==> config.mk <==
export PLATFORM = sky130hd
export DESIGN_NAME = pdp8_datapath
export DESIGN_NICKNAME = d
export VERILOG_FILES = /design/src/rtl/pdp8_isa_pkg.sv /design/src/rtl/pdp8_ctrl_pkg.sv /design/src/rtl/pdp8_datapath.sv
export SDC_FILE = /design/constraint.sdc
export NUM_CORES = 1
export LEC_CHECK = 0
export BUFFER_PORTS_ARGS = -buffer_cell sky130_fd_sc_hd__buf_2
export CORE_AREA = 8 8 119 121
export CTS_CLUSTER_DIAMETER = 120
export DETAILED_ROUTE_END_ITERATION = 6
export DIE_AREA = 0 0 127 129
export PLACE_DENSITY = 0.84
export SYNTH_ARGS = -nofsm -noshare
export SYNTH_HDL_FRONTEND = slang
export SYNTH_SLANG_ARGS = --single-unit
export TNS_END_PERCENT = 10
==> constraint.sdc <==
create_clock -name clock -period 2.05 [get_ports clock]
set_input_delay 0.205 -clock clock [delete_from_list [all_inputs] [get_ports clock]]
set_output_delay 0.205 -clock clock [all_outputs]
set_load 0.02 [all_outputs]
==> src/rtl/pdp8_isa_pkg.sv <==
// PDP-8 instruction set types and field positions for a 4K word machine
// Only page zero, current page and one-level indirect addressing are decoded
package pdp8_isa_pkg;

  typedef logic [11:0] word_t;
  typedef logic [11:0] addr_t;
  typedef logic [6:0]  page_off_t;   // Word offset inside a 128-word page

  typedef enum logic [2:0] {
    OP_AND = 3'o0,
    OP_TAD = 3'o1,
    OP_ISZ = 3'o2,
    OP_DCA = 3'o3,
    OP_JMS = 3'o4,
    OP_JMP = 3'o5,
    OP_IOT = 3'o6,
    OP_OPR = 3'o7
  } opcode_t;

  // Group-2 operate with only the halt bit set
  localparam word_t HALT_WORD = 12'o7402;

  // Memory reference fields
  localparam int IND_BIT  = 8;
  localparam int PAGE_BIT = 7;

  // Group-1 operate microinstruction bits
  localparam int CLA_BIT = 7;
  localparam int CLL_BIT = 6;
  localparam int CMA_BIT = 5;
  localparam int CML_BIT = 4;
  localparam int IAC_BIT = 0;

endpackage

==> src/rtl/pdp8_ctrl_pkg.sv <==
// Controller states and the control words exchanged by the FSM, datapath and memory
// Each select enum keeps its no-change code at zero so an all-zero control word is idle
package pdp8_ctrl_pkg;

  typedef enum logic [5:0] {
    REG_INIT, CPU_IDLE, SR_CHG_1, SR_CHG_2,
    FETCH_1, FETCH_2, FETCH_3, DECODE,
    LD_PC_1, DEP_1, DEP_2,
    CAL_EA_1, EA_IND_1, EA_IND_2,
    AND_1, AND_2, AND_3,
    TAD_1, TAD_2, TAD_3,
    ISZ_1, ISZ_2, ISZ_3, ISZ_4, ISZ_5, ISZ_6,
    DCA_1, DCA_2, DCA_3,
    JMS_1, JMS_2, JMS_3,
    JMP_1, MIC_1, HALT
  } ctrl_state_t;

  typedef enum logic [2:0] {AC_NC, AC_CLEAR, AC_AND, AC_TAD, AC_MICRO} ac_sel_t;
  typedef enum logic       {LK_NC, LK_ZERO} lk_sel_t;
  typedef enum logic [2:0] {PC_NC, PC_SR, PC_P1, PC_P2, PC_JMP} pc_sel_t;
  typedef enum logic [2:0] {MB_NC, MB_ZERO, MB_RD, MB_INC, MB_WD} mb_sel_t;
  typedef enum logic [2:0] {EA_NC, EA_ZERO, EA_PG0, EA_CURPG, EA_IND} ea_sel_t;
  typedef enum logic [1:0] {AD_NC, AD_SR, AD_PC, AD_EA} ad_sel_t;
  typedef enum logic [2:0] {WD_NC, WD_SR, WD_MB, WD_AC, WD_PCP1} wd_sel_t;

  typedef struct packed {
    ac_sel_t ac_sel;
    lk_sel_t lk_sel;
    pc_sel_t pc_sel;
    mb_sel_t mb_sel;
    ea_sel_t ea_sel;
    ad_sel_t ad_sel;
    wd_sel_t wd_sel;
    logic    ir_load;    // IR takes MB
  } dp_ctrl_t;

  typedef struct packed {
    logic read_enable;
    logic write_enable;
  } mem_req_t;

  typedef enum logic [1:0] {DISP_PC, DISP_AC, DISP_MB} disp_sel_t;

  typedef struct packed {
    pdp8_isa_pkg::word_t ir;
    logic                mb_zero;
  } dp_status_t;

endpackage

==> src/rtl/pdp8_datapath.sv <==
// Register file and arithmetic of the processor; TAD and IAC carries complement the link
// Only PC has a hardware reset, the other registers are cleared by REG_INIT
`timescale 1ns/100ps

module pdp8_datapath (
  input  logic                      clock,
  input  logic                      resetN,
  input  pdp8_ctrl_pkg::dp_ctrl_t   dp_ctrl,
  input  pdp8_isa_pkg::word_t       switch_reg,
  input  pdp8_ctrl_pkg::disp_sel_t  disp_sel,
  input  pdp8_isa_pkg::word_t       rd_data,
  input  logic                      mem_done,
  output pdp8_ctrl_pkg::dp_status_t status,
  output pdp8_isa_pkg::addr_t       mem_addr,
  output pdp8_isa_pkg::word_t       wr_data,
  output pdp8_isa_pkg::word_t       display
);

  pdp8_isa_pkg::word_t     ac, ir, mb, micro_ac;
  pdp8_isa_pkg::addr_t     pc, ea;
  pdp8_isa_pkg::page_off_t offset;
  logic                    link, micro_lk;
  logic [12:0]             tad_sum;

  assign offset  = ir[6:0];
  assign tad_sum = {1'b0, ac} + {1'b0, mb};

  // Group-1 sequence: clear, complement, increment
  always_comb begin
    micro_ac = ac;
    micro_lk = link;
    if (ir[pdp8_isa_pkg::CLA_BIT]) micro_ac = '0;
    if (ir[pdp8_isa_pkg::CLL_BIT]) micro_lk = 1'b0;
    if (ir[pdp8_isa_pkg::CMA_BIT]) micro_ac = ~micro_ac;
    if (ir[pdp8_isa_pkg::CML_BIT]) micro_lk = ~micro_lk;
    if (ir[pdp8_isa_pkg::IAC_BIT]) {micro_lk, micro_ac} = {micro_lk, micro_ac} + 13'd1;
  end

  always_ff @(posedge clock, negedge resetN) begin
    if (!resetN) begin
      pc <= '0;
    end else begin
      case (dp_ctrl.pc_sel)
        pdp8_ctrl_pkg::PC_SR:  pc <= switch_reg;
        pdp8_ctrl_pkg::PC_P1:  pc <= pc + 12'd1;
        pdp8_ctrl_pkg::PC_P2:  pc <= pc + 12'd2;   // Skip
        pdp8_ctrl_pkg::PC_JMP: pc <= ea;
        default: ;
      endcase
    end
  end

  always_ff @(posedge clock) begin
    case (dp_ctrl.ac_sel)
      pdp8_ctrl_pkg::AC_CLEAR: ac <= '0;
      pdp8_ctrl_pkg::AC_AND:   ac <= ac & mb;
      pdp8_ctrl_pkg::AC_TAD: begin
        ac   <= tad_sum[11:0];
        link <= link ^ tad_sum[12];
      end
      pdp8_ctrl_pkg::AC_MICRO: begin
        ac   <= micro_ac;
        link <= micro_lk;
      end
      default: ;
    endcase
    if (dp_ctrl.lk_sel == pdp8_ctrl_pkg::LK_ZERO)
      link <= 1'b0;

    case (dp_ctrl.mb_sel)
      pdp8_ctrl_pkg::MB_ZERO: mb <= '0;
      pdp8_ctrl_pkg::MB_RD:   if (mem_done) mb <= rd_data;
      pdp8_ctrl_pkg::MB_INC:  mb <= mb + 12'd1;
      pdp8_ctrl_pkg::MB_WD:   mb <= wr_data;
      default: ;
    endcase

    case (dp_ctrl.ea_sel)
      pdp8_ctrl_pkg::EA_ZERO:  ea <= '0;
      pdp8_ctrl_pkg::EA_PG0:   ea <= {5'b0, offset};
      pdp8_ctrl_pkg::EA_CURPG: ea <= {pc[11:7], offset};   // Page of the instruction
      pdp8_ctrl_pkg::EA_IND:   ea <= rd_data;
      default: ;
    endcase

    case (dp_ctrl.ad_sel)
      pdp8_ctrl_pkg::AD_SR: mem_addr <= switch_reg;
      pdp8_ctrl_pkg::AD_PC: mem_addr <= pc;
      pdp8_ctrl_pkg::AD_EA: mem_addr <= ea;
      default: ;
    endcase

    case (dp_ctrl.wd_sel)
      pdp8_ctrl_pkg::WD_SR:   wr_data <= switch_reg;
      pdp8_ctrl_pkg::WD_MB:   wr_data <= mb;
      pdp8_ctrl_pkg::WD_AC:   wr_data <= ac;
      pdp8_ctrl_pkg::WD_PCP1: wr_data <= pc + 12'd1;
      default: ;
    endcase

    if (dp_ctrl.ir_load)
      ir <= mb;
  end

  assign status.ir      = ir;
  assign status.mb_zero = (mb == '0);

  always_comb begin
    case (disp_sel)
      pdp8_ctrl_pkg::DISP_PC: display = pc;
      pdp8_ctrl_pkg::DISP_AC: display = ac;
      default:                display = mb;
    endcase
  end

endmodule

* After elaboration in Yosys (flattened, before gate mapping)
Index checks and enable logic that the tools add are counted.
Word-level totals: memory bits (writable) 0, bits of input ports 48, bits in read-only memories 0, register bits after elaboration 85, logic and storage cells 67, latch bits 0, memories kept 0, output and inout bits 49
Cells by class: $lt $le $gt $ge 0, divide/modulo/power cells 0, multiply operators 0, $add $sub $neg 5, shift operators 0, reduce and logical (&&, ||, !) cells 10, bitwise logic cells 4, multiplexer cells 15, equality and inequality tests 25
Operators by type and width (number):
- one-hot mux 12 bit (4 select lines) | 5
- two-way mux 12 bit | 4
- one-hot mux 12 bit (3 select lines) | 1
- equality test 3 x 2 -> 1 bit, second input constant | 10
- adder 12 x 1 -> 12 bit, second input constant | 2
- one-hot mux 12 bit (2 select lines) | 1
- nonzero test 4 bit | 5
- equality test 3 x 1 -> 1 bit, second input constant | 5
- equality test 3 bit, second input constant | 5
- adder 12 x 12 -> 13 bit | 1
- adder 13 x 1 -> 13 bit, second input constant | 1
- adder 12 x 2 -> 12 bit, second input constant | 1
- bitwise AND 12 bit | 1
- zero test 12 bit | 1
- inverter 12 bit | 1
- equality test 2 x 1 -> 1 bit, second input constant | 2
- equality test 2 bit, second input constant | 2
- two-way mux 1 bit | 3
- nonzero test 3 bit | 1
- zero test 2 bit | 1
- != test 2 bit, second input constant | 1
- one-hot mux 1 bit (2 select lines) | 1
- AND reduction 2 bit | 1
- nonzero test 2 bit | 1
- other kinds (2) | 2

* Longest topological paths before layout
Gate-level depths: netlist of the first run.
word-level depth 6, mapped depth 9, depth with buffers taken out 8

* Least setup slack after synthesis of the first run
OpenSTA, ideal clock, no wires.
path type flip-flop to flip-flop, start point reg ir[5], end point reg ac[8] (data pin), arrival 2.017 ns, path buffers 2, library setup time 0.266 ns, cell stages (with the launch flop) 10, slack -0.232 ns, clock period less this slack 2.282 ns, required time 1.784 ns, cell sequence edfxtp_1 > buf_2 > buf_4 > xnor2_1 > ha_1 > nand2_1 > a211oi_2 > nor3_1 > a221oi_1 > o21ai_1
Between the ends: word-level cells in the longest chain between the ends 4
Ends and longest elaborated chain:
- start: declaration | RTL line pdp8_datapath.sv:19 | pdp8_isa_pkg::word_t ac, ir, mb, micro_ac;
- start signal: assignment | RTL line pdp8_datapath.sv:102 | ir <= mb;
- two-way mux 12 bit (*) | RTL line pdp8_datapath.sv:34 | if (ir[pdp8_isa_pkg::CMA_BIT]) micro_ac = ~micro_ac;
- adder 13 x 1 -> 13 bit | RTL line pdp8_datapath.sv:36 | if (ir[pdp8_isa_pkg::IAC_BIT]) {micro_lk, micro_ac} = {micro_lk, micro_ac} + 13'd1;
- two-way mux 12 bit (*) | RTL line pdp8_datapath.sv:36
- one-hot mux 12 bit (4 select lines) (*) | RTL line pdp8_datapath.sv:54 | case (dp_ctrl.ac_sel)
- end signal: assignment | RTL line pdp8_datapath.sv:56 | pdp8_ctrl_pkg::AC_AND: ac <= ac & mb;
- end signal: assignment | RTL line pdp8_datapath.sv:58 | ac <= tad_sum[11:0];
- end signal: assignment | RTL line pdp8_datapath.sv:62 | ac <= micro_ac;
- end: declaration | RTL line pdp8_datapath.sv:19
Mark *: on every way between the ends. The rest lies on a longest branch, timed or not. A chain may end at the register's enable or synchronous reset.

* Worst setup path after layout of the first run
Ends and elaborated chain as after synthesis.

==> results.py, run 1 <==
metrics = {
    "floorplanning": {
        "rows": 41,
        "dieArea_um2": 16400,
        "die_y_um": 129,
        "start_util_pct": 50.2,
        "die_w_um": 127,
        "io_pins": 97,
        "core_um2": 12300,
    },
    "yosys": {
        "yosysTopAreaCell": "edfxtp_1",
        "syn-instance-count": 689,
        "postSynthAreaPerCell_um2": 8.97,
        "ys_ff_latch": 84,
        "yosysSeqAreaShare_pct": 39.8,
        "ys_warn_count": 0,
        "synth_common_cells": "edfxtp_1, nand2_1, nor2_1, a21oi_1, o21ai_0",
        "synthArstFlopShare_pct": 14.3,
        "synth-main-ff-cell": "edfxtp_1",
        "syn-cell-area_um2": 6180,
        "synth_cell_types": 64,
        "synth_top_area_share_pct": 35.0,
        "synthesis.nets": 755,
        "synthTopCellsByArea": "edfxtp_1, xnor2_1, dfrtp_1",
        "synth-edff-count": 72,
        "synth_most_common_cell": "edfxtp_1",
    },
    "detailed_routing": {
        "detail-route-antenna-nets": 0,
        "viasPerCell": 6.49,
        "drc": 4,
        "totalWireLength_um": 22300,
        "drt_iter0_drc": 870,
        "first_pass_iters": 7,
        "vias": 6358,
        "routedWlPerCell_um": 22.7,
    },
    "placement": {
        "port_buffers": 95,
        "hpwl_um": 15900,
        "gp_congestion": 0.986,
    },
    "power_and_ir_drop": {
        "power_per_cell_area_nw_per_um2": 802,
        "irDropWorstVdd_mv": 0.520,
        "seqPwrFrac_pct": 37.0,
        "pwr-share-clk_pct": 29.2,
        "swShare_pct": 35.0,
        "combinationalPowerShare_pct": 33.8,
        "p_leak_nw": 3.16,
        "power_mw": 6.21,
        "p_int_mw": 4.04,
        "p_switching_mw": 2.17,
    },
    "cells_and_area": {
        "layout-area-overhead-vs-synth_pct": 25.3,
        "n_fill_cell": 986,
        "final_nets": 891,
        "diodes": 0,
        "drive_above_1_share_pct": 27.5,
    },
    "min_path": {
        "hp-class": "primary input to flip-flop",
    },
    "timing": {
        "skew_ps": 9.18,
        "hold_violations": 0,
        "rsz0062_at_grt": "true",
        "setup_tns_ps": -561,
        "setup_viol": 7,
        "relSlewSlack_pct": 21.0,
        "tightest_slew_ps": 1180,
        "report.final.slew_viol_count": 0,
        "fin_crit_sh_pct": 107,
        "clock.fmax_mhz": 457,
        "period_needed_ps": 2190,
        "fin_ws_ps": -139,
    },
    "run_status": {
        "status": "finished with violations",
        "violations": "DRC, setup timing",
    },
    "critical_path": {
        "worstPathMaxFanout": 5,
        "crit_arrival_ps": 2270,
        "worst_setup_path_start_kind": "flip-flop",
        "critPathKind": "flip-flop to flip-flop",
        "crit_chain": "xnor2_2, ha_2, nand2_2, a211oi_4, nor3_1, a221oi_1, o21ai_1",
        "slowest_delay_ps": 580,
        "required_ps": 2130,
        "crit_slowest_cell": "edfxtp_1",
        "crit_path_end_kind": "flip-flop",
    },
    "grt": {
        "antenna_found_initial": 1,
        "grt.total_usage_pct": 26.6,
        "grt_overflow": 0,
        "grt_pass1_vias": 5838,
        "grt_max_degree": 27,
        "grt_pass1_wl_um": 33100,
    },
    "clock_network": {
        "ctsLongestPathBuffers": 2,
        "tritoncts": "built",
        "numCtsBuffers": 9,
        "insertion_delay_ps": 350,
        "path_clk_slew_ps": 70,
        "ctsHtreeMaxLevel": 3,
        "ctsRootBufferMaster": "clkbuf_16",
        "cts.sinks": 84,
    },
    "job": {
        "maxCapViolations": 0,
    },
}
## cell families (layout without fill, tap and decap cells)
family	Yosys count	after routing	synth area share (%)
mux	27	27	4.37
flops	84	84	39.8
xor+xnor	53	53	7.51
simple gates	227	227	17.6
compound gates	212	212	22.1
buf+inv	68	209	4.80
fa+ha+maj	18	18	3.76
## layer usage
layer / track usage, % / part of all wire, % / vias to the layer above
li1: - / - / 2818
met1: 30.4 / 34 / 2923
met2: 45.3 / 48 / 491
met3: 6.62 / 11 / 124
met4: 13.9 / 6.3 / 2
met5: 0 / 0.054 / -
## critical path: cells and delay by family, from the launching register on
family          cells  cell delay, ps
simple gates        2             160
compound gates      3             700
xor+xnor            1             270
fa+ha+maj           1             210
flops               1             580
## worst paths after layout
check / depth (start not counted) / slack, ps / to / start
min: 2 / 180 / ea[2] / rd_data[2]
max: 7 / -140 / ac[8] / ir[5]
min reg2reg: 1 / 560 / ea[2] / ir[2]
max in group asynchronous: 2 / 1540 / pc[6] / resetN
min in group asynchronous: 2 / 270 / pc[5] / resetN
max reg2reg: 7 / -140 / ac[8] / ir[5]
## final cells by class
type	instances	area, µm²	area share, %
Clock inverter	7	103	1.32
Multi-Input combinational cell	537	3590	46.3
Timing Repair Buffer	178	1120	14.5
Inverter	15	58.8	0.759
Tap cell	150	188	2.42
Clock buffer	9	225	2.91
Sequential cell	84	2460	31.8
## per-stage QoR
step / hold WS [ps] / std cells / util [%] / setup slack (ps) / instance area [µm²]
2_1_floorplan: -90.6 / 689 / - / -161 / 6230
3_3_place_gp: 106 / 957 / 58.5 / -140 / 7200
3_5_place_dp: 107 / 957 / 58.5 / -189 / 7200
4_1_cts: 173 / 977 / 62.2 / -182 / 7660
5_1_grt: 180 / 980 / 62.9 / -205 / 7740
6_report: 179 / 980 / 62.9 / -139 / 7740
## sequential cells by signal (all words and copies together), names as in the netlist
signal,count
wr_data,12
mb,12
ac,12
ir,12
ea,12
mem_addr,12
pc,12
## cell usage in the layout, fill, tap and decap left out, types with 6 or more instances in the layout
master	instances
nor2b_1	12
o22ai_1	32
buf_2	94
nor2_1	64
a22o_1	12
a21oi_1	44
o21ai_0	42
nand4_1	6
mux2i_1	27
xor2_1	17
o221ai_1	9
dfrtp_1	12
ha_1	15
buf_4	78
nand2_1	69
clkbuf_16	9
nor3_1	11
a22oi_1	19
o21a_1	6
inv_1	13
edfxtp_1	72
nand2b_1	13
xnor2_1	32
o211ai_1	7
nand3_1	18
## power by group through the flow
stage	Combinational, mW	Sequential [mW]	Clock, mW
final	2.10	2.30	1.81
after global placement	1.91	2.31	0
after detailed placement	1.94	2.32	0
after global routing	2.24	2.31	1.87
after CTS	2.00	2.29	1.82
after floorplan	1.13	2.36	0
## timing repair
item	4_1_cts	5_1_grt
endpoints found under the setup margin	8	11
buffers inserted	3	3
hold buffers	1	0
resized for setup	21	12
pin swaps	3	9
hold endpoints to repair	12	0
Note: power is estimated with default switching activity, not from simulation.
==> inputs of run 2 (changes only) <==
Settings changed: GPL_TIMING_DRIVEN from default to 0.
==> run 2 against run 1 <==
The flow finishes with violations (setup timing). Worst hold slack hardly changed. Via count down 1.1%. Die area is the same. Design area decreased by 0.18%. Combinational power barely moved. Final cell count grew 0.20%. Critical path depth increased by 2. First-iteration DRC count rose by 19%. Sequential power about the same. Register-to-register slack lost 100 ps. Largest power group unchanged.
==> results.py, run 2 (same netlist as run 1, synthesis figures left out) <==
metrics = {
    "run_status": {
        "status": "finished with violations",
        "violations": "setup timing",
    },
    "grt": {
        "grt_max_degree": 16,
        "antenna_found_initial": 0,
        "grt_pass1_wl_um": 31900,
        "grt_pass1_vias": 5755,
        "grt.total_usage_pct": 25.5,
        "grt_overflow": 0,
    },
    "detailed_routing": {
        "routedWlPerCell_um": 22.5,
        "drt_iter0_drc": 1035,
        "drc": 0,
        "detail-route-antenna-nets": 0,
        "first_pass_iters": 6,
        "routed.top_layer": "met4",
        "vias": 6287,
        "totalWireLength_um": 22100,
        "dr_wl_met2_um": 10300,
        "met1_length_um": 8240,
        "viasPerCell": 6.40,
        "wl_met3_um": 2270,
    },
    "timing": {
        "period_needed_ps": 2290,
        "skew_ps": 11.1,
        "clock.fmax_mhz": 437,
        "setup_viol": 9,
        "relSlewSlack_pct": 17.6,
        "setup_tns_ps": -1360,
        "fin_ws_ps": -240,
        "tightest_slew_ps": 1230,
        "report.final.slew_viol_count": 0,
        "hold_violations": 0,
        "rsz0062_at_grt": "true",
        "fin_crit_sh_pct": 112,
    },
    "clock_network": {
        "ctsLongestPathBuffers": 2,
        "insertion_delay_ps": 360,
        "ctsRootBufferMaster": "clkbuf_16",
        "cts.sinks": 84,
        "path_clk_slew_ps": 70,
        "tritoncts": "built",
        "numCtsBuffers": 9,
        "ctsHtreeMaxLevel": 3,
    },
    "job": {
        "maxCapViolations": 0,
    },
    "critical_path": {
        "r2r-start": "mb[1]",
        "slowest_delay_ps": 420,
        "required_ps": 2170,
        "startpoint": "mb[1]",
        "worst_setup_path_start_kind": "flip-flop",
        "rr_worst_depth": 9,
        "critPathKind": "flip-flop to flip-flop",
        "crit_slowest_cell": "edfxtp_1",
        "crit_path_end_kind": "flip-flop",
        "worstPathMaxFanout": 3,
        "crit_arrival_ps": 2410,
        "crit_chain": "buf_6, ha_4, a211oi_4, o21bai_1, buf_4, a21oi_2, xor2_1, o211ai_1, a21o_1",
    },
    "cells_and_area": {
        "diodes": 0,
        "drive_above_1_share_pct": 25.2,
        "mostFrequentLayoutCells": "buf_2, edfxtp_1, nand2_1, nor2_1, a21oi_1",
        "layout_commonest_cell": "buf_2",
        "final_nets": 893,
        "n_fill_cell": 1005,
        "layout.cells.non_filler": 982,
        "utilization_pct": 62.8,
        "layout-area-overhead-vs-synth_pct": 25.1,
    },
    "placement": {
        "port_buffers": 91,
        "gp_congestion": 0.981,
        "placedCellCount": 930,
        "hpwl_um": 15100,
        "dp_slack_ps": -447,
    },
    "floorplanning": {
        "dieArea_um2": 16400,
        "die_w_um": 127,
        "io_pins": 97,
        "core_um2": 12300,
        "die_y_um": 129,
        "start_util_pct": 50.2,
        "rows": 41,
    },
    "min_path": {
        "hold_path_depth": 2,
        "hp-class": "primary input to flip-flop",
        "hold_start": "rd_data[7]",
    },
    "power_and_ir_drop": {
        "p_leak_nw": 3.04,
        "power_per_cell_area_nw_per_um2": 787,
        "irDropWorstVdd_mv": 0.404,
    },
}
[run 2: cell types whose count changed in the layout (fill, tap and decap cells not counted), sizes merged]
cell / change
clkinvlp: +1
inv: -1
bufinv: -1
clkinv: +1
buf: -29
clkbuf: +30
dlygate4sd1: +1
[run 2: repair_timing]
item,CTS,global route
setup buffers,17,18
pin swaps,7,17
setup endpoints to repair,13,25
gates resized for setup,21,37
hold buffers,1,0
hold endpoints to repair,12,0
[run 2: final cells by class]
cell class,instances,area (µm²),share of cell area (%)
Buffer,53,264,3.41
Multi-Input combinational cell,537,3720,48.1
Sequential cell,84,2460,31.9
Inverter,15,56.3,0.728
Timing Repair Buffer,127,746,9.65
Tap cell,150,188,2.43
Clock inverter,7,72.6,0.939
Clock buffer,9,225,2.91
[run 2: worst max-delay path: cells and delay by family (launching register included)]
kind	cells	cell delay, ps
compound gates	5	870
xor+xnor	1	210
fa+ha+maj	1	220
buf+inv	2	320
flops	1	420
[run 2: path summary, 6_finish.rpt]
check	endpoint	slack, ps
max	ac[5]	-240
min	ea[7]	180
max reg2reg	ac[5]	-240
min reg2reg	ea[1]	590
max in group asynchronous	pc[1]	1520
min in group asynchronous	pc[7]	270
[run 2: metal layers]
metal / vias up / track usage (%)
met3: 114 / 5.79
li1: 2830 / -
met2: 429 / 42.2
met5: - / 0
met4: 0 / 13.4
met1: 2914 / 30.4
[run 2: report_power, final]
group,internal (mW),leakage [nW],switching (mW)
Clock,0.952,0.144,0.750
Combinational,0.813,2.03,1.27
Sequential,2.11,0.864,0.194
[run 2: per-stage QoR]
stage / instance area [µm²] / hold slack (ps) / power (mW)
2_1_floorplan: 6230 / -90.6 / 3.49
6_report: 7730 / 179 / 6.09
3_5_place_dp: 6870 / 113 / 4.09
5_1_grt: 7730 / 188 / 6.28
3_3_place_gp: 6870 / 114 / 4.07
4_1_cts: 7420 / 174 / 5.86
