<file path="config.mk">
export PLATFORM = sky130hd
export DESIGN_NAME = pdp8_controller
export DESIGN_NICKNAME = d
export VERILOG_FILES = /design/src/rtl/pdp8_isa_pkg.sv /design/src/rtl/pdp8_ctrl_pkg.sv /design/src/rtl/pdp8_controller.sv
export SDC_FILE = /design/constraint.sdc
export NUM_CORES = 1
export LEC_CHECK = 0
export ABC_AREA = 0
export BUFFER_PORTS_ARGS = -buffer_cell sky130_fd_sc_hd__buf_2
export CAP_MARGIN = 10
export CORE_ASPECT_RATIO = 0.8
export CORE_MARGIN = 1.5
export CORE_UTILIZATION = 49
export DETAILED_ROUTE_END_ITERATION = 7
export MAX_ROUTING_LAYER = met4
export PLACE_DENSITY = 0.78
export SYNTH_ARGS = -nofsm -noshare
export SYNTH_HDL_FRONTEND = slang
export SYNTH_SLANG_ARGS = --single-unit
</file>
<file path="constraint.sdc">
create_clock -name clock -period 2.6 [get_ports clock]
set_input_delay 0.65 -clock clock [delete_from_list [all_inputs] [get_ports clock]]
set_output_delay 0.65 -clock clock [all_outputs]
set_load 0.005 [all_outputs]
</file>
<file path="src/rtl/pdp8_isa_pkg.sv">
// PDP-8 instruction set types and field positions for a 4K word machine
// Only page zero, current page and one-level indirect addressing are decoded
package pdp8_isa_pkg;

  typedef logic [11:0] word_t;
  typedef logic [11:0] addr_t;
  typedef logic [6:0]  page_off_t;   // Word offset inside a 128-word page

  typedef enum logic [2:0] {
    OP_AND = 3'o0,
    OP_TAD = 3'o1,
    OP_ISZ = 3'o2,
    OP_DCA = 3'o3,
    OP_JMS = 3'o4,
    OP_JMP = 3'o5,
    OP_IOT = 3'o6,
    OP_OPR = 3'o7
  } opcode_t;

  // Group-2 operate with only the halt bit set
  localparam word_t HALT_WORD = 12'o7402;

  // Memory reference fields
  localparam int IND_BIT  = 8;
  localparam int PAGE_BIT = 7;

  // Group-1 operate microinstruction bits
  localparam int CLA_BIT = 7;
  localparam int CLL_BIT = 6;
  localparam int CMA_BIT = 5;
  localparam int CML_BIT = 4;
  localparam int IAC_BIT = 0;

endpackage

</file>
<file path="src/rtl/pdp8_ctrl_pkg.sv">
// Controller states and the control words exchanged by the FSM, datapath and memory
// Each select enum keeps its no-change code at zero so an all-zero control word is idle
package pdp8_ctrl_pkg;

  typedef enum logic [5:0] {
    REG_INIT, CPU_IDLE, SR_CHG_1, SR_CHG_2,
    FETCH_1, FETCH_2, FETCH_3, DECODE,
    LD_PC_1, DEP_1, DEP_2,
    CAL_EA_1, EA_IND_1, EA_IND_2,
    AND_1, AND_2, AND_3,
    TAD_1, TAD_2, TAD_3,
    ISZ_1, ISZ_2, ISZ_3, ISZ_4, ISZ_5, ISZ_6,
    DCA_1, DCA_2, DCA_3,
    JMS_1, JMS_2, JMS_3,
    JMP_1, MIC_1, HALT
  } ctrl_state_t;

  typedef enum logic [2:0] {AC_NC, AC_CLEAR, AC_AND, AC_TAD, AC_MICRO} ac_sel_t;
  typedef enum logic       {LK_NC, LK_ZERO} lk_sel_t;
  typedef enum logic [2:0] {PC_NC, PC_SR, PC_P1, PC_P2, PC_JMP} pc_sel_t;
  typedef enum logic [2:0] {MB_NC, MB_ZERO, MB_RD, MB_INC, MB_WD} mb_sel_t;
  typedef enum logic [2:0] {EA_NC, EA_ZERO, EA_PG0, EA_CURPG, EA_IND} ea_sel_t;
  typedef enum logic [1:0] {AD_NC, AD_SR, AD_PC, AD_EA} ad_sel_t;
  typedef enum logic [2:0] {WD_NC, WD_SR, WD_MB, WD_AC, WD_PCP1} wd_sel_t;

  typedef struct packed {
    ac_sel_t ac_sel;
    lk_sel_t lk_sel;
    pc_sel_t pc_sel;
    mb_sel_t mb_sel;
    ea_sel_t ea_sel;
    ad_sel_t ad_sel;
    wd_sel_t wd_sel;
    logic    ir_load;    // IR takes MB
  } dp_ctrl_t;

  typedef struct packed {
    logic read_enable;
    logic write_enable;
  } mem_req_t;

  typedef enum logic [1:0] {DISP_PC, DISP_AC, DISP_MB} disp_sel_t;

  typedef struct packed {
    pdp8_isa_pkg::word_t ir;
    logic                mb_zero;
  } dp_status_t;

endpackage

</file>
<file path="src/rtl/pdp8_controller.sv">
// Moore sequencer for panel functions and instructions; run continues until HLT
// Panel strobes are honored only in CPU_IDLE, priority run, srchange, loadpc, deposit
`timescale 1ns/100ps

module pdp8_controller (
  input  logic                      clock,
  input  logic                      resetN,
  input  logic                      run,
  input  logic                      srchange,
  input  logic                      loadpc,
  input  logic                      deposit,
  input  pdp8_ctrl_pkg::dp_status_t status,
  input  logic                      mem_done,
  output pdp8_ctrl_pkg::dp_ctrl_t   dp_ctrl,
  output pdp8_ctrl_pkg::mem_req_t   mem_req,
  output logic                      cpu_idle,
  output logic                      halted
);

  pdp8_ctrl_pkg::ctrl_state_t state, next_state, exec_state;
  pdp8_isa_pkg::opcode_t      opcode;

  assign opcode = pdp8_isa_pkg::opcode_t'(status.ir[11:9]);

  // Execute entry for the memory reference instructions
  always_comb begin
    case (opcode)
      pdp8_isa_pkg::OP_AND: exec_state = pdp8_ctrl_pkg::AND_1;
      pdp8_isa_pkg::OP_TAD: exec_state = pdp8_ctrl_pkg::TAD_1;
      pdp8_isa_pkg::OP_ISZ: exec_state = pdp8_ctrl_pkg::ISZ_1;
      pdp8_isa_pkg::OP_DCA: exec_state = pdp8_ctrl_pkg::DCA_1;
      pdp8_isa_pkg::OP_JMS: exec_state = pdp8_ctrl_pkg::JMS_1;
      pdp8_isa_pkg::OP_JMP: exec_state = pdp8_ctrl_pkg::JMP_1;
      default:              exec_state = pdp8_ctrl_pkg::MIC_1;
    endcase
  end

  always_ff @(posedge clock, negedge resetN) begin
    if (!resetN)
      state <= pdp8_ctrl_pkg::REG_INIT;
    else
      state <= next_state;
  end

  always_comb begin
    next_state = state;
    case (state)
      pdp8_ctrl_pkg::REG_INIT: next_state = pdp8_ctrl_pkg::CPU_IDLE;
      pdp8_ctrl_pkg::CPU_IDLE: begin
        if (run)
          next_state = pdp8_ctrl_pkg::FETCH_1;
        else if (srchange)
          next_state = pdp8_ctrl_pkg::SR_CHG_1;
        else if (loadpc)
          next_state = pdp8_ctrl_pkg::LD_PC_1;
        else if (deposit)
          next_state = pdp8_ctrl_pkg::DEP_1;
      end
      pdp8_ctrl_pkg::SR_CHG_1: next_state = pdp8_ctrl_pkg::SR_CHG_2;
      pdp8_ctrl_pkg::SR_CHG_2: if (mem_done) next_state = pdp8_ctrl_pkg::CPU_IDLE;
      pdp8_ctrl_pkg::LD_PC_1:  next_state = pdp8_ctrl_pkg::CPU_IDLE;
      pdp8_ctrl_pkg::DEP_1:    next_state = pdp8_ctrl_pkg::DEP_2;
      pdp8_ctrl_pkg::DEP_2:    if (mem_done) next_state = pdp8_ctrl_pkg::CPU_IDLE;
      pdp8_ctrl_pkg::FETCH_1:  next_state = pdp8_ctrl_pkg::FETCH_2;
      pdp8_ctrl_pkg::FETCH_2:  if (mem_done) next_state = pdp8_ctrl_pkg::FETCH_3;
      pdp8_ctrl_pkg::FETCH_3:  next_state = pdp8_ctrl_pkg::DECODE;
      pdp8_ctrl_pkg::DECODE: begin
        if (status.ir == pdp8_isa_pkg::HALT_WORD)
          next_state = pdp8_ctrl_pkg::HALT;
        else if (opcode == pdp8_isa_pkg::OP_IOT || opcode == pdp8_isa_pkg::OP_OPR)
          next_state = pdp8_ctrl_pkg::MIC_1;   // IOT falls through as a no-op
        else
          next_state = pdp8_ctrl_pkg::CAL_EA_1;
      end
      pdp8_ctrl_pkg::CAL_EA_1:
        next_state = status.ir[pdp8_isa_pkg::IND_BIT] ? pdp8_ctrl_pkg::EA_IND_1 : exec_state;
      pdp8_ctrl_pkg::EA_IND_1: next_state = pdp8_ctrl_pkg::EA_IND_2;
      pdp8_ctrl_pkg::EA_IND_2: if (mem_done) next_state = exec_state;
      pdp8_ctrl_pkg::AND_1:    next_state = pdp8_ctrl_pkg::AND_2;
      pdp8_ctrl_pkg::AND_2:    if (mem_done) next_state = pdp8_ctrl_pkg::AND_3;
      pdp8_ctrl_pkg::TAD_1:    next_state = pdp8_ctrl_pkg::TAD_2;
      pdp8_ctrl_pkg::TAD_2:    if (mem_done) next_state = pdp8_ctrl_pkg::TAD_3;
      pdp8_ctrl_pkg::ISZ_1:    next_state = pdp8_ctrl_pkg::ISZ_2;
      pdp8_ctrl_pkg::ISZ_2:    if (mem_done) next_state = pdp8_ctrl_pkg::ISZ_3;
      pdp8_ctrl_pkg::ISZ_3:    next_state = pdp8_ctrl_pkg::ISZ_4;
      pdp8_ctrl_pkg::ISZ_4:    next_state = pdp8_ctrl_pkg::ISZ_5;
      pdp8_ctrl_pkg::ISZ_5:    if (mem_done) next_state = pdp8_ctrl_pkg::ISZ_6;
      pdp8_ctrl_pkg::DCA_1:    next_state = pdp8_ctrl_pkg::DCA_2;
      pdp8_ctrl_pkg::DCA_2:    if (mem_done) next_state = pdp8_ctrl_pkg::DCA_3;
      pdp8_ctrl_pkg::JMS_1:    next_state = pdp8_ctrl_pkg::JMS_2;
      pdp8_ctrl_pkg::JMS_2:    if (mem_done) next_state = pdp8_ctrl_pkg::JMS_3;
      pdp8_ctrl_pkg::AND_3, pdp8_ctrl_pkg::TAD_3, pdp8_ctrl_pkg::ISZ_6,
      pdp8_ctrl_pkg::DCA_3, pdp8_ctrl_pkg::JMS_3, pdp8_ctrl_pkg::JMP_1,
      pdp8_ctrl_pkg::MIC_1:    next_state = pdp8_ctrl_pkg::FETCH_1;   // Keep running
      pdp8_ctrl_pkg::HALT:     next_state = pdp8_ctrl_pkg::CPU_IDLE;
      default:                 next_state = pdp8_ctrl_pkg::REG_INIT;
    endcase
  end

  always_comb begin
    dp_ctrl  = '0;   // All selects at no change
    mem_req  = '0;
    cpu_idle = 1'b0;
    halted   = 1'b0;
    case (state)
      pdp8_ctrl_pkg::REG_INIT: begin
        dp_ctrl.ac_sel = pdp8_ctrl_pkg::AC_CLEAR;
        dp_ctrl.lk_sel = pdp8_ctrl_pkg::LK_ZERO;
        dp_ctrl.ea_sel = pdp8_ctrl_pkg::EA_ZERO;
        dp_ctrl.mb_sel = pdp8_ctrl_pkg::MB_ZERO;
      end
      pdp8_ctrl_pkg::CPU_IDLE: cpu_idle = 1'b1;
      pdp8_ctrl_pkg::SR_CHG_1: dp_ctrl.ad_sel = pdp8_ctrl_pkg::AD_SR;
      pdp8_ctrl_pkg::FETCH_1:  dp_ctrl.ad_sel = pdp8_ctrl_pkg::AD_PC;
      pdp8_ctrl_pkg::SR_CHG_2, pdp8_ctrl_pkg::FETCH_2, pdp8_ctrl_pkg::AND_2,
      pdp8_ctrl_pkg::TAD_2, pdp8_ctrl_pkg::ISZ_2: begin
        mem_req.read_enable = 1'b1;
        dp_ctrl.mb_sel      = pdp8_ctrl_pkg::MB_RD;
      end
      pdp8_ctrl_pkg::FETCH_3:  dp_ctrl.ir_load = 1'b1;
      pdp8_ctrl_pkg::LD_PC_1:  dp_ctrl.pc_sel = pdp8_ctrl_pkg::PC_SR;
      pdp8_ctrl_pkg::DEP_1: begin
        dp_ctrl.ad_sel = pdp8_ctrl_pkg::AD_PC;
        dp_ctrl.wd_sel = pdp8_ctrl_pkg::WD_SR;
      end
      pdp8_ctrl_pkg::DEP_2: begin
        mem_req.write_enable = 1'b1;
        if (mem_done)
          dp_ctrl.pc_sel = pdp8_ctrl_pkg::PC_P1;
      end
      pdp8_ctrl_pkg::CAL_EA_1:
        dp_ctrl.ea_sel = status.ir[pdp8_isa_pkg::PAGE_BIT] ? pdp8_ctrl_pkg::EA_CURPG
                                                           : pdp8_ctrl_pkg::EA_PG0;
      pdp8_ctrl_pkg::EA_IND_1, pdp8_ctrl_pkg::AND_1, pdp8_ctrl_pkg::TAD_1,
      pdp8_ctrl_pkg::ISZ_1:    dp_ctrl.ad_sel = pdp8_ctrl_pkg::AD_EA;
      pdp8_ctrl_pkg::EA_IND_2: begin
        mem_req.read_enable = 1'b1;
        dp_ctrl.mb_sel      = pdp8_ctrl_pkg::MB_RD;
        if (mem_done)
          dp_ctrl.ea_sel = pdp8_ctrl_pkg::EA_IND;   // Pointer word becomes the EA
      end
      pdp8_ctrl_pkg::AND_3: begin
        dp_ctrl.ac_sel = pdp8_ctrl_pkg::AC_AND;
        dp_ctrl.pc_sel = pdp8_ctrl_pkg::PC_P1;
      end
      pdp8_ctrl_pkg::TAD_3: begin
        dp_ctrl.ac_sel = pdp8_ctrl_pkg::AC_TAD;
        dp_ctrl.pc_sel = pdp8_ctrl_pkg::PC_P1;
      end
      pdp8_ctrl_pkg::ISZ_3:    dp_ctrl.mb_sel = pdp8_ctrl_pkg::MB_INC;
      pdp8_ctrl_pkg::ISZ_4:    dp_ctrl.wd_sel = pdp8_ctrl_pkg::WD_MB;
      pdp8_ctrl_pkg::ISZ_5, pdp8_ctrl_pkg::JMS_2: begin
        mem_req.write_enable = 1'b1;
        if (state == pdp8_ctrl_pkg::JMS_2)
          dp_ctrl.pc_sel = pdp8_ctrl_pkg::PC_JMP;
      end
      pdp8_ctrl_pkg::ISZ_6:
        dp_ctrl.pc_sel = status.mb_zero ? pdp8_ctrl_pkg::PC_P2 : pdp8_ctrl_pkg::PC_P1;
      pdp8_ctrl_pkg::DCA_1: begin
        dp_ctrl.ad_sel = pdp8_ctrl_pkg::AD_EA;
        dp_ctrl.wd_sel = pdp8_ctrl_pkg::WD_AC;
      end
      pdp8_ctrl_pkg::DCA_2: begin
        mem_req.write_enable = 1'b1;
        dp_ctrl.mb_sel       = pdp8_ctrl_pkg::MB_WD;
      end
      pdp8_ctrl_pkg::DCA_3: begin
        dp_ctrl.ac_sel = pdp8_ctrl_pkg::AC_CLEAR;
        dp_ctrl.pc_sel = pdp8_ctrl_pkg::PC_P1;
      end
      pdp8_ctrl_pkg::JMS_1: begin
        dp_ctrl.ad_sel = pdp8_ctrl_pkg::AD_EA;
        dp_ctrl.wd_sel = pdp8_ctrl_pkg::WD_PCP1;   // Return address
      end
      pdp8_ctrl_pkg::JMS_3:    dp_ctrl.pc_sel = pdp8_ctrl_pkg::PC_P1;
      pdp8_ctrl_pkg::JMP_1:    dp_ctrl.pc_sel = pdp8_ctrl_pkg::PC_JMP;
      pdp8_ctrl_pkg::MIC_1: begin
        if (opcode == pdp8_isa_pkg::OP_OPR && !status.ir[pdp8_isa_pkg::IND_BIT])
          dp_ctrl.ac_sel = pdp8_ctrl_pkg::AC_MICRO;   // Group 1 only
        dp_ctrl.pc_sel = pdp8_ctrl_pkg::PC_P1;
      end
      pdp8_ctrl_pkg::HALT:     halted = 1'b1;
      default: ;
    endcase
  end

endmodule

</file>
== Word-level counts from Yosys, hierarchy flattened ==
Cells that the tools add are included.
Operators by class
  equality and inequality tests: 52
  reduce and logical (&&, ||, !) cells: 16
  muxes and demuxes: 36
Operator list (count)
  case mux 6 bit (26 select lines): 1
  == test 6 x 5 -> 1 bit (second input constant): 16
  2-to-1 mux 6 bit: 16
  == test 6 x 4 -> 1 bit (second input constant): 8
  case mux 3 bit (4 select lines): 3
  case mux 6 bit (6 select lines): 1
  == test 6 x 3 -> 1 bit (second input constant): 4
  == test 6 bit (second input constant): 3
  case mux 3 bit (6 select lines): 1
  inequality test 2 bit (second input constant): 8
  == test 12 bit (second input constant): 1
  == test 3 bit (second input constant): 4
  == test 6 x 2 -> 1 bit (second input constant): 2
  OR reduction 6 bit: 2
  AND reduction 10 bit: 1
  2-to-1 mux 3 bit: 3
  case mux 3 bit (3 select lines): 1
  2-to-1 mux 1 bit: 8
  OR reduction 2 bit: 4
  OR reduction 7 bit: 1
  == test 3 x 2 -> 1 bit (second input constant): 2
  == test 6 x 1 -> 1 bit (second input constant): 1
  zero test 6 bit: 1
  case mux 2 bit (3 select lines): 1
  11 further kinds: 11
Storage, ports and cells
  bits in registers: 6
  logic and storage cells: 105

== Logic depth before layout (Yosys ltp) ==
  word-level depth: 5
  depth in mapped cells: 8
  mapped depth without buffers: 5

== Worst setup path before layout ==
No wires, ideal clock.
  kind: register to output
  from: register state[2]
  to: output port dp_ctrl[4] (netlist bit)
  required time: 1.950 ns
  stages on the path, launching flop included: 9
  data arrival time: 1.574 ns
  path slack: 0.376 ns
  cells stage by stage: dfrtp_1 -> buf_2 -> buf_2 -> buf_2 -> nor2_1 -> a21boi_1 -> mux2_2 -> o32a_1 -> nor2_1
RTL lines
  start, declared: RTL line pdp8_controller.sv:20  | pdp8_ctrl_pkg::ctrl_state_t state, next_state, exec_state;
  start signal, assigned: RTL line pdp8_controller.sv:40  | state <= pdp8_ctrl_pkg::REG_INIT;
  start signal, assigned: RTL line pdp8_controller.sv:42  | state <= next_state;
  end, declared: RTL line pdp8_controller.sv:14  | output pdp8_ctrl_pkg::dp_ctrl_t dp_ctrl,

==> flow_metrics.env <==
export IMPL_status="finished, final reports clean"
export IMPL_ir_drop_v=0.000459
export IMPL_power_switching_mw=0.964
export IMPL_post_cts_buffers=0
export IMPL_grt_use_met2_pct=44.5
export IMPL_worstSetupStartpoint="state[2]$_DFFE_PN0P_"
export IMPL_critPathCaptureType="output port"
export IMPL_setup_tns_ps=0
export IMPL_crit_chain="or2_1 -> nor2_4 -> nand2_1 -> nor4b_1 -> buf_2"
export IMPL_final_hold_viol_count=0
export IMPL_largest_registers="state: 6 flops"
export IMPL_synthToLayoutAreaGrowth_pct=23.9
export IMPL_vias=1752
export IMPL_htree_levels=1
export IMPL_antenna_found_initial=0
export IMPL_netlist_top_cells_area="dfrtp_1 (11%), nor2_1 (6.8%), nand2b_1 (4.2%)"
export IMPL_cts_root_buf="clkbuf_4"
export IMPL_fin_util_pct=65.9
export IMPL_drt_pass1_iter_count=5
export IMPL_met3_usage_pct=2.62
export IMPL_rsz0062_at_grt="no"
export IMPL_routed_wirelength_um=4470
export IMPL_nNetsFinal=258
export IMPL_syn_nets=217
export IMPL_synth_top_area_cell="dfrtp_1"
export IMPL_leakagePower_nw=0.765
export IMPL_io_buffers=42
export IMPL_drive_above_1_share_pct=32.2
export IMPL_grt_pass1_vias=1535
export IMPL_grtUsageTotal_pct=32.1
export IMPL_grt_pass1_wl_um=7200
export IMPL_diodes=0
export IMPL_dieArea_um2=3040
export IMPL_post_synth_inst_count=197
export IMPL_max_freq_mhz=398
export IMPL_report_final_slew_viol_count=0
export IMPL_ys_seq_elements=6
export IMPL_yosysWarnings=0
export IMPL_period_minus_slack_ps=2510
export IMPL_die_h_um=49.6
export IMPL_die_width_um=61.3
export IMPL_finalCritPeriodShare_pct=96.6
export IMPL_switching_share_pct=53.7
export IMPL_cts_sinks=6
export IMPL_largest_reg_flops=6
export IMPL_synth_main_ff_cell="dfrtp_1"
export IMPL_cts_tree="yes"
export IMPL_clk_pin_slew_ps=50
export IMPL_cp_data_arrival_time_ps=1860
export IMPL_tightestPinTransition_ps=539
export IMPL_wl_per_cell_um=16.4
export IMPL_cp_max_fo=21
export IMPL_initial_utilization_pct=53.2
export IMPL_seq_power_share_pct=16.8
export IMPL_gp_congestion=1.04
export IMPL_power_frac_clock_pct=4.8
export IMPL_ys_types=61
export IMPL_top_register="state"
export IMPL_ys_async_sr_fraction_pct=100
export IMPL_synth_area_um2=1330
export IMPL_power_density_nw_per_um2=1090
export IMPL_core_um2=2500
export IMPL_finClkSkew_ps=5.96
export IMPL_ys_top_cells_by_count="nor2_1 (24), buf_2 (11), nand2_1 (11), nor3_1 (11)"
export IMPL_critPathTopFamily="simple AND/OR/NAND/NOR gates"
export IMPL_clock_path_buffers=2
export IMPL_via_per_inst=6.44
export IMPL_maxCapViolations=0
export IMPL_numCtsBuffers=3
export IMPL_slowest_delay_ps=570
export IMPL_holdBufCountCts=0
export IMPL_grt_max_degree=22
export IMPL_worstPathRequired_ps=1950
export IMPL_maxSlewHeadroom_pct=63.1
export IMPL_comb_power_share_pct=78.4
export IMPL_p_int_mw=0.830
export IMPL_criticalPathCategory="flop to output port"
export IMPL_dpl_hpwl_um=3420
export IMPL_ant_nets=0
export IMPL_syn_area_per_cell_um2=6.76
export IMPL_grt_busiest_layer="met1"
export IMPL_reg2reg_from="state[2]$_DFFE_PN0P_"
export IMPL_post_synth_top_count_cell="nor2_1"
export IMPL_slowest_stage="dfrtp_4"
export IMPL_row_count=16
export IMPL_path_buf_inv=1
export IMPL_hp_class="input pin to asynchronous set/reset pin"
export IMPL_synth_edf_count=0
export IMPL_overflow=0
export IMPL_clock_latency_ps=250
export IMPL_post_route_drc_count=0
export IMPL_hold_ws_ps=213
export IMPL_finalSetupViolations=0
export IMPL_io_pins=43
export IMPL_yosysTopAreaCellShare_pct=11.3
export IMPL_use_met1_pct=49.0
export IMPL_start_kind="flop"
export IMPL_ys_seq_area_share_pct=11.3
export IMPL_drt_iter0_markers=245
[per-layer routing]
metal	part of all wire, %	vias to the layer above
li1	-	813
met1	42	771
met2	42	149
met3	14	19
met4	2.2	0
met5	0	-
[power by group through the flow]
stage / combinational [mW] / sequential, mW / clock [mW]
2_1_floorplan: 1.06 / 0.153 / 0
3_3_place_gp: 1.35 / 0.282 / 0
3_5_place_dp: 1.34 / 0.282 / 0
4_1_cts: 1.35 / 0.283 / 0.0896
5_1_grt: 1.52 / 0.308 / 0.0938
6_report: 1.41 / 0.302 / 0.0866
[final timing paths]
| check | slack, ps | depth (start not counted) | endpoint |
|---|---|---|---|
| worst max-delay path | 90 | 5 | dp_ctrl[18] |
| worst min-delay path | 210 | 1 | state[5]$_DFFE_PN0P_ |
| worst max register to register | 390 | 6 | state[0]$_DFFE_PN0P_ |
| worst min register to register | 760 | 1 | state[3]$_DFFE_PN0P_ |
| max in group asynchronous | 2230 | 1 | state[0]$_DFFE_PN0P_ |
| min in group clock | 740 | 2 | state[5]$_DFFE_PN0P_ |
[worst reg2reg max path, delay by kind of cell (launching register included)]
family,cells,cell delay (ps)
muxes,1,290
buffers and inverters,1,200
and+or+nand+nor,4,1020
DFF,1,570
[layout make-up]
cell class	count	area [um^2]
multi-input cells	166	1090
fillers	236	853
repair buffers	57	323
flip-flops and latches	6	158
clock buffers	3	22.5
well taps	36	45.0
inverters	4	15.0
[logic make-up after synthesis]
family	Yosys count	synth area share, %
AND/OR/NAND/NOR	98	41.0
AO/OA/AOI/OAI	60	32.6
buffers and inverters	25	8.08
flip-flops	6	11.3
XOR/XNOR	5	4.32
multiplexers	3	2.73
[cells in the final DEF, fill, tap and decap left out, types with 3 or more instances in the layout]
cell type  synthesis  routed
nand2b_1           9       8
nor4_1             3       3
o21ai_1            3       3
inv_1              3       3
or2_1              4       4
nand2_1           11      11
nor2_1            24      23
dfrtp_2            0       3
buf_4              0      15
a22oi_1            3       3
nor2b_1            9       8
a2bb2oi_1          3       3
clkbuf_4           0       3
o32a_1             3       3
buf_2             11      42
nor3_1            11      11
xor2_1             3       3
o21ai_0            9       9
a21o_1             4       4
a21oi_1            9       9
a31oi_1            3       3
nand3_1            6       6
nor3b_1            4       4
[stage by stage]
| stage | total power, mW | cells | instance area (um^2) | worst slack [ps] |
|---|---|---|---|---|
| 2_1_floorplan | 1.22 | 197 | 1330 | 376 |
| 6_report | 1.79 | 272 | 1650 | 87.9 |
| 3_5_place_dp | 1.62 | 269 | 1610 | 210 |
| 4_1_cts | 1.72 | 272 | 1630 | 42.8 |
| 5_1_grt | 1.92 | 272 | 1650 | 3.63 |
| 3_3_place_gp | 1.64 | 269 | 1610 | 184 |
[what timing repair did]
action                     in CTS  in global routing
gates resized for setup         3                  6
setup endpoints to repair       4                  5
gates cloned                    0                  0
(Power assumes the default switching activity.)
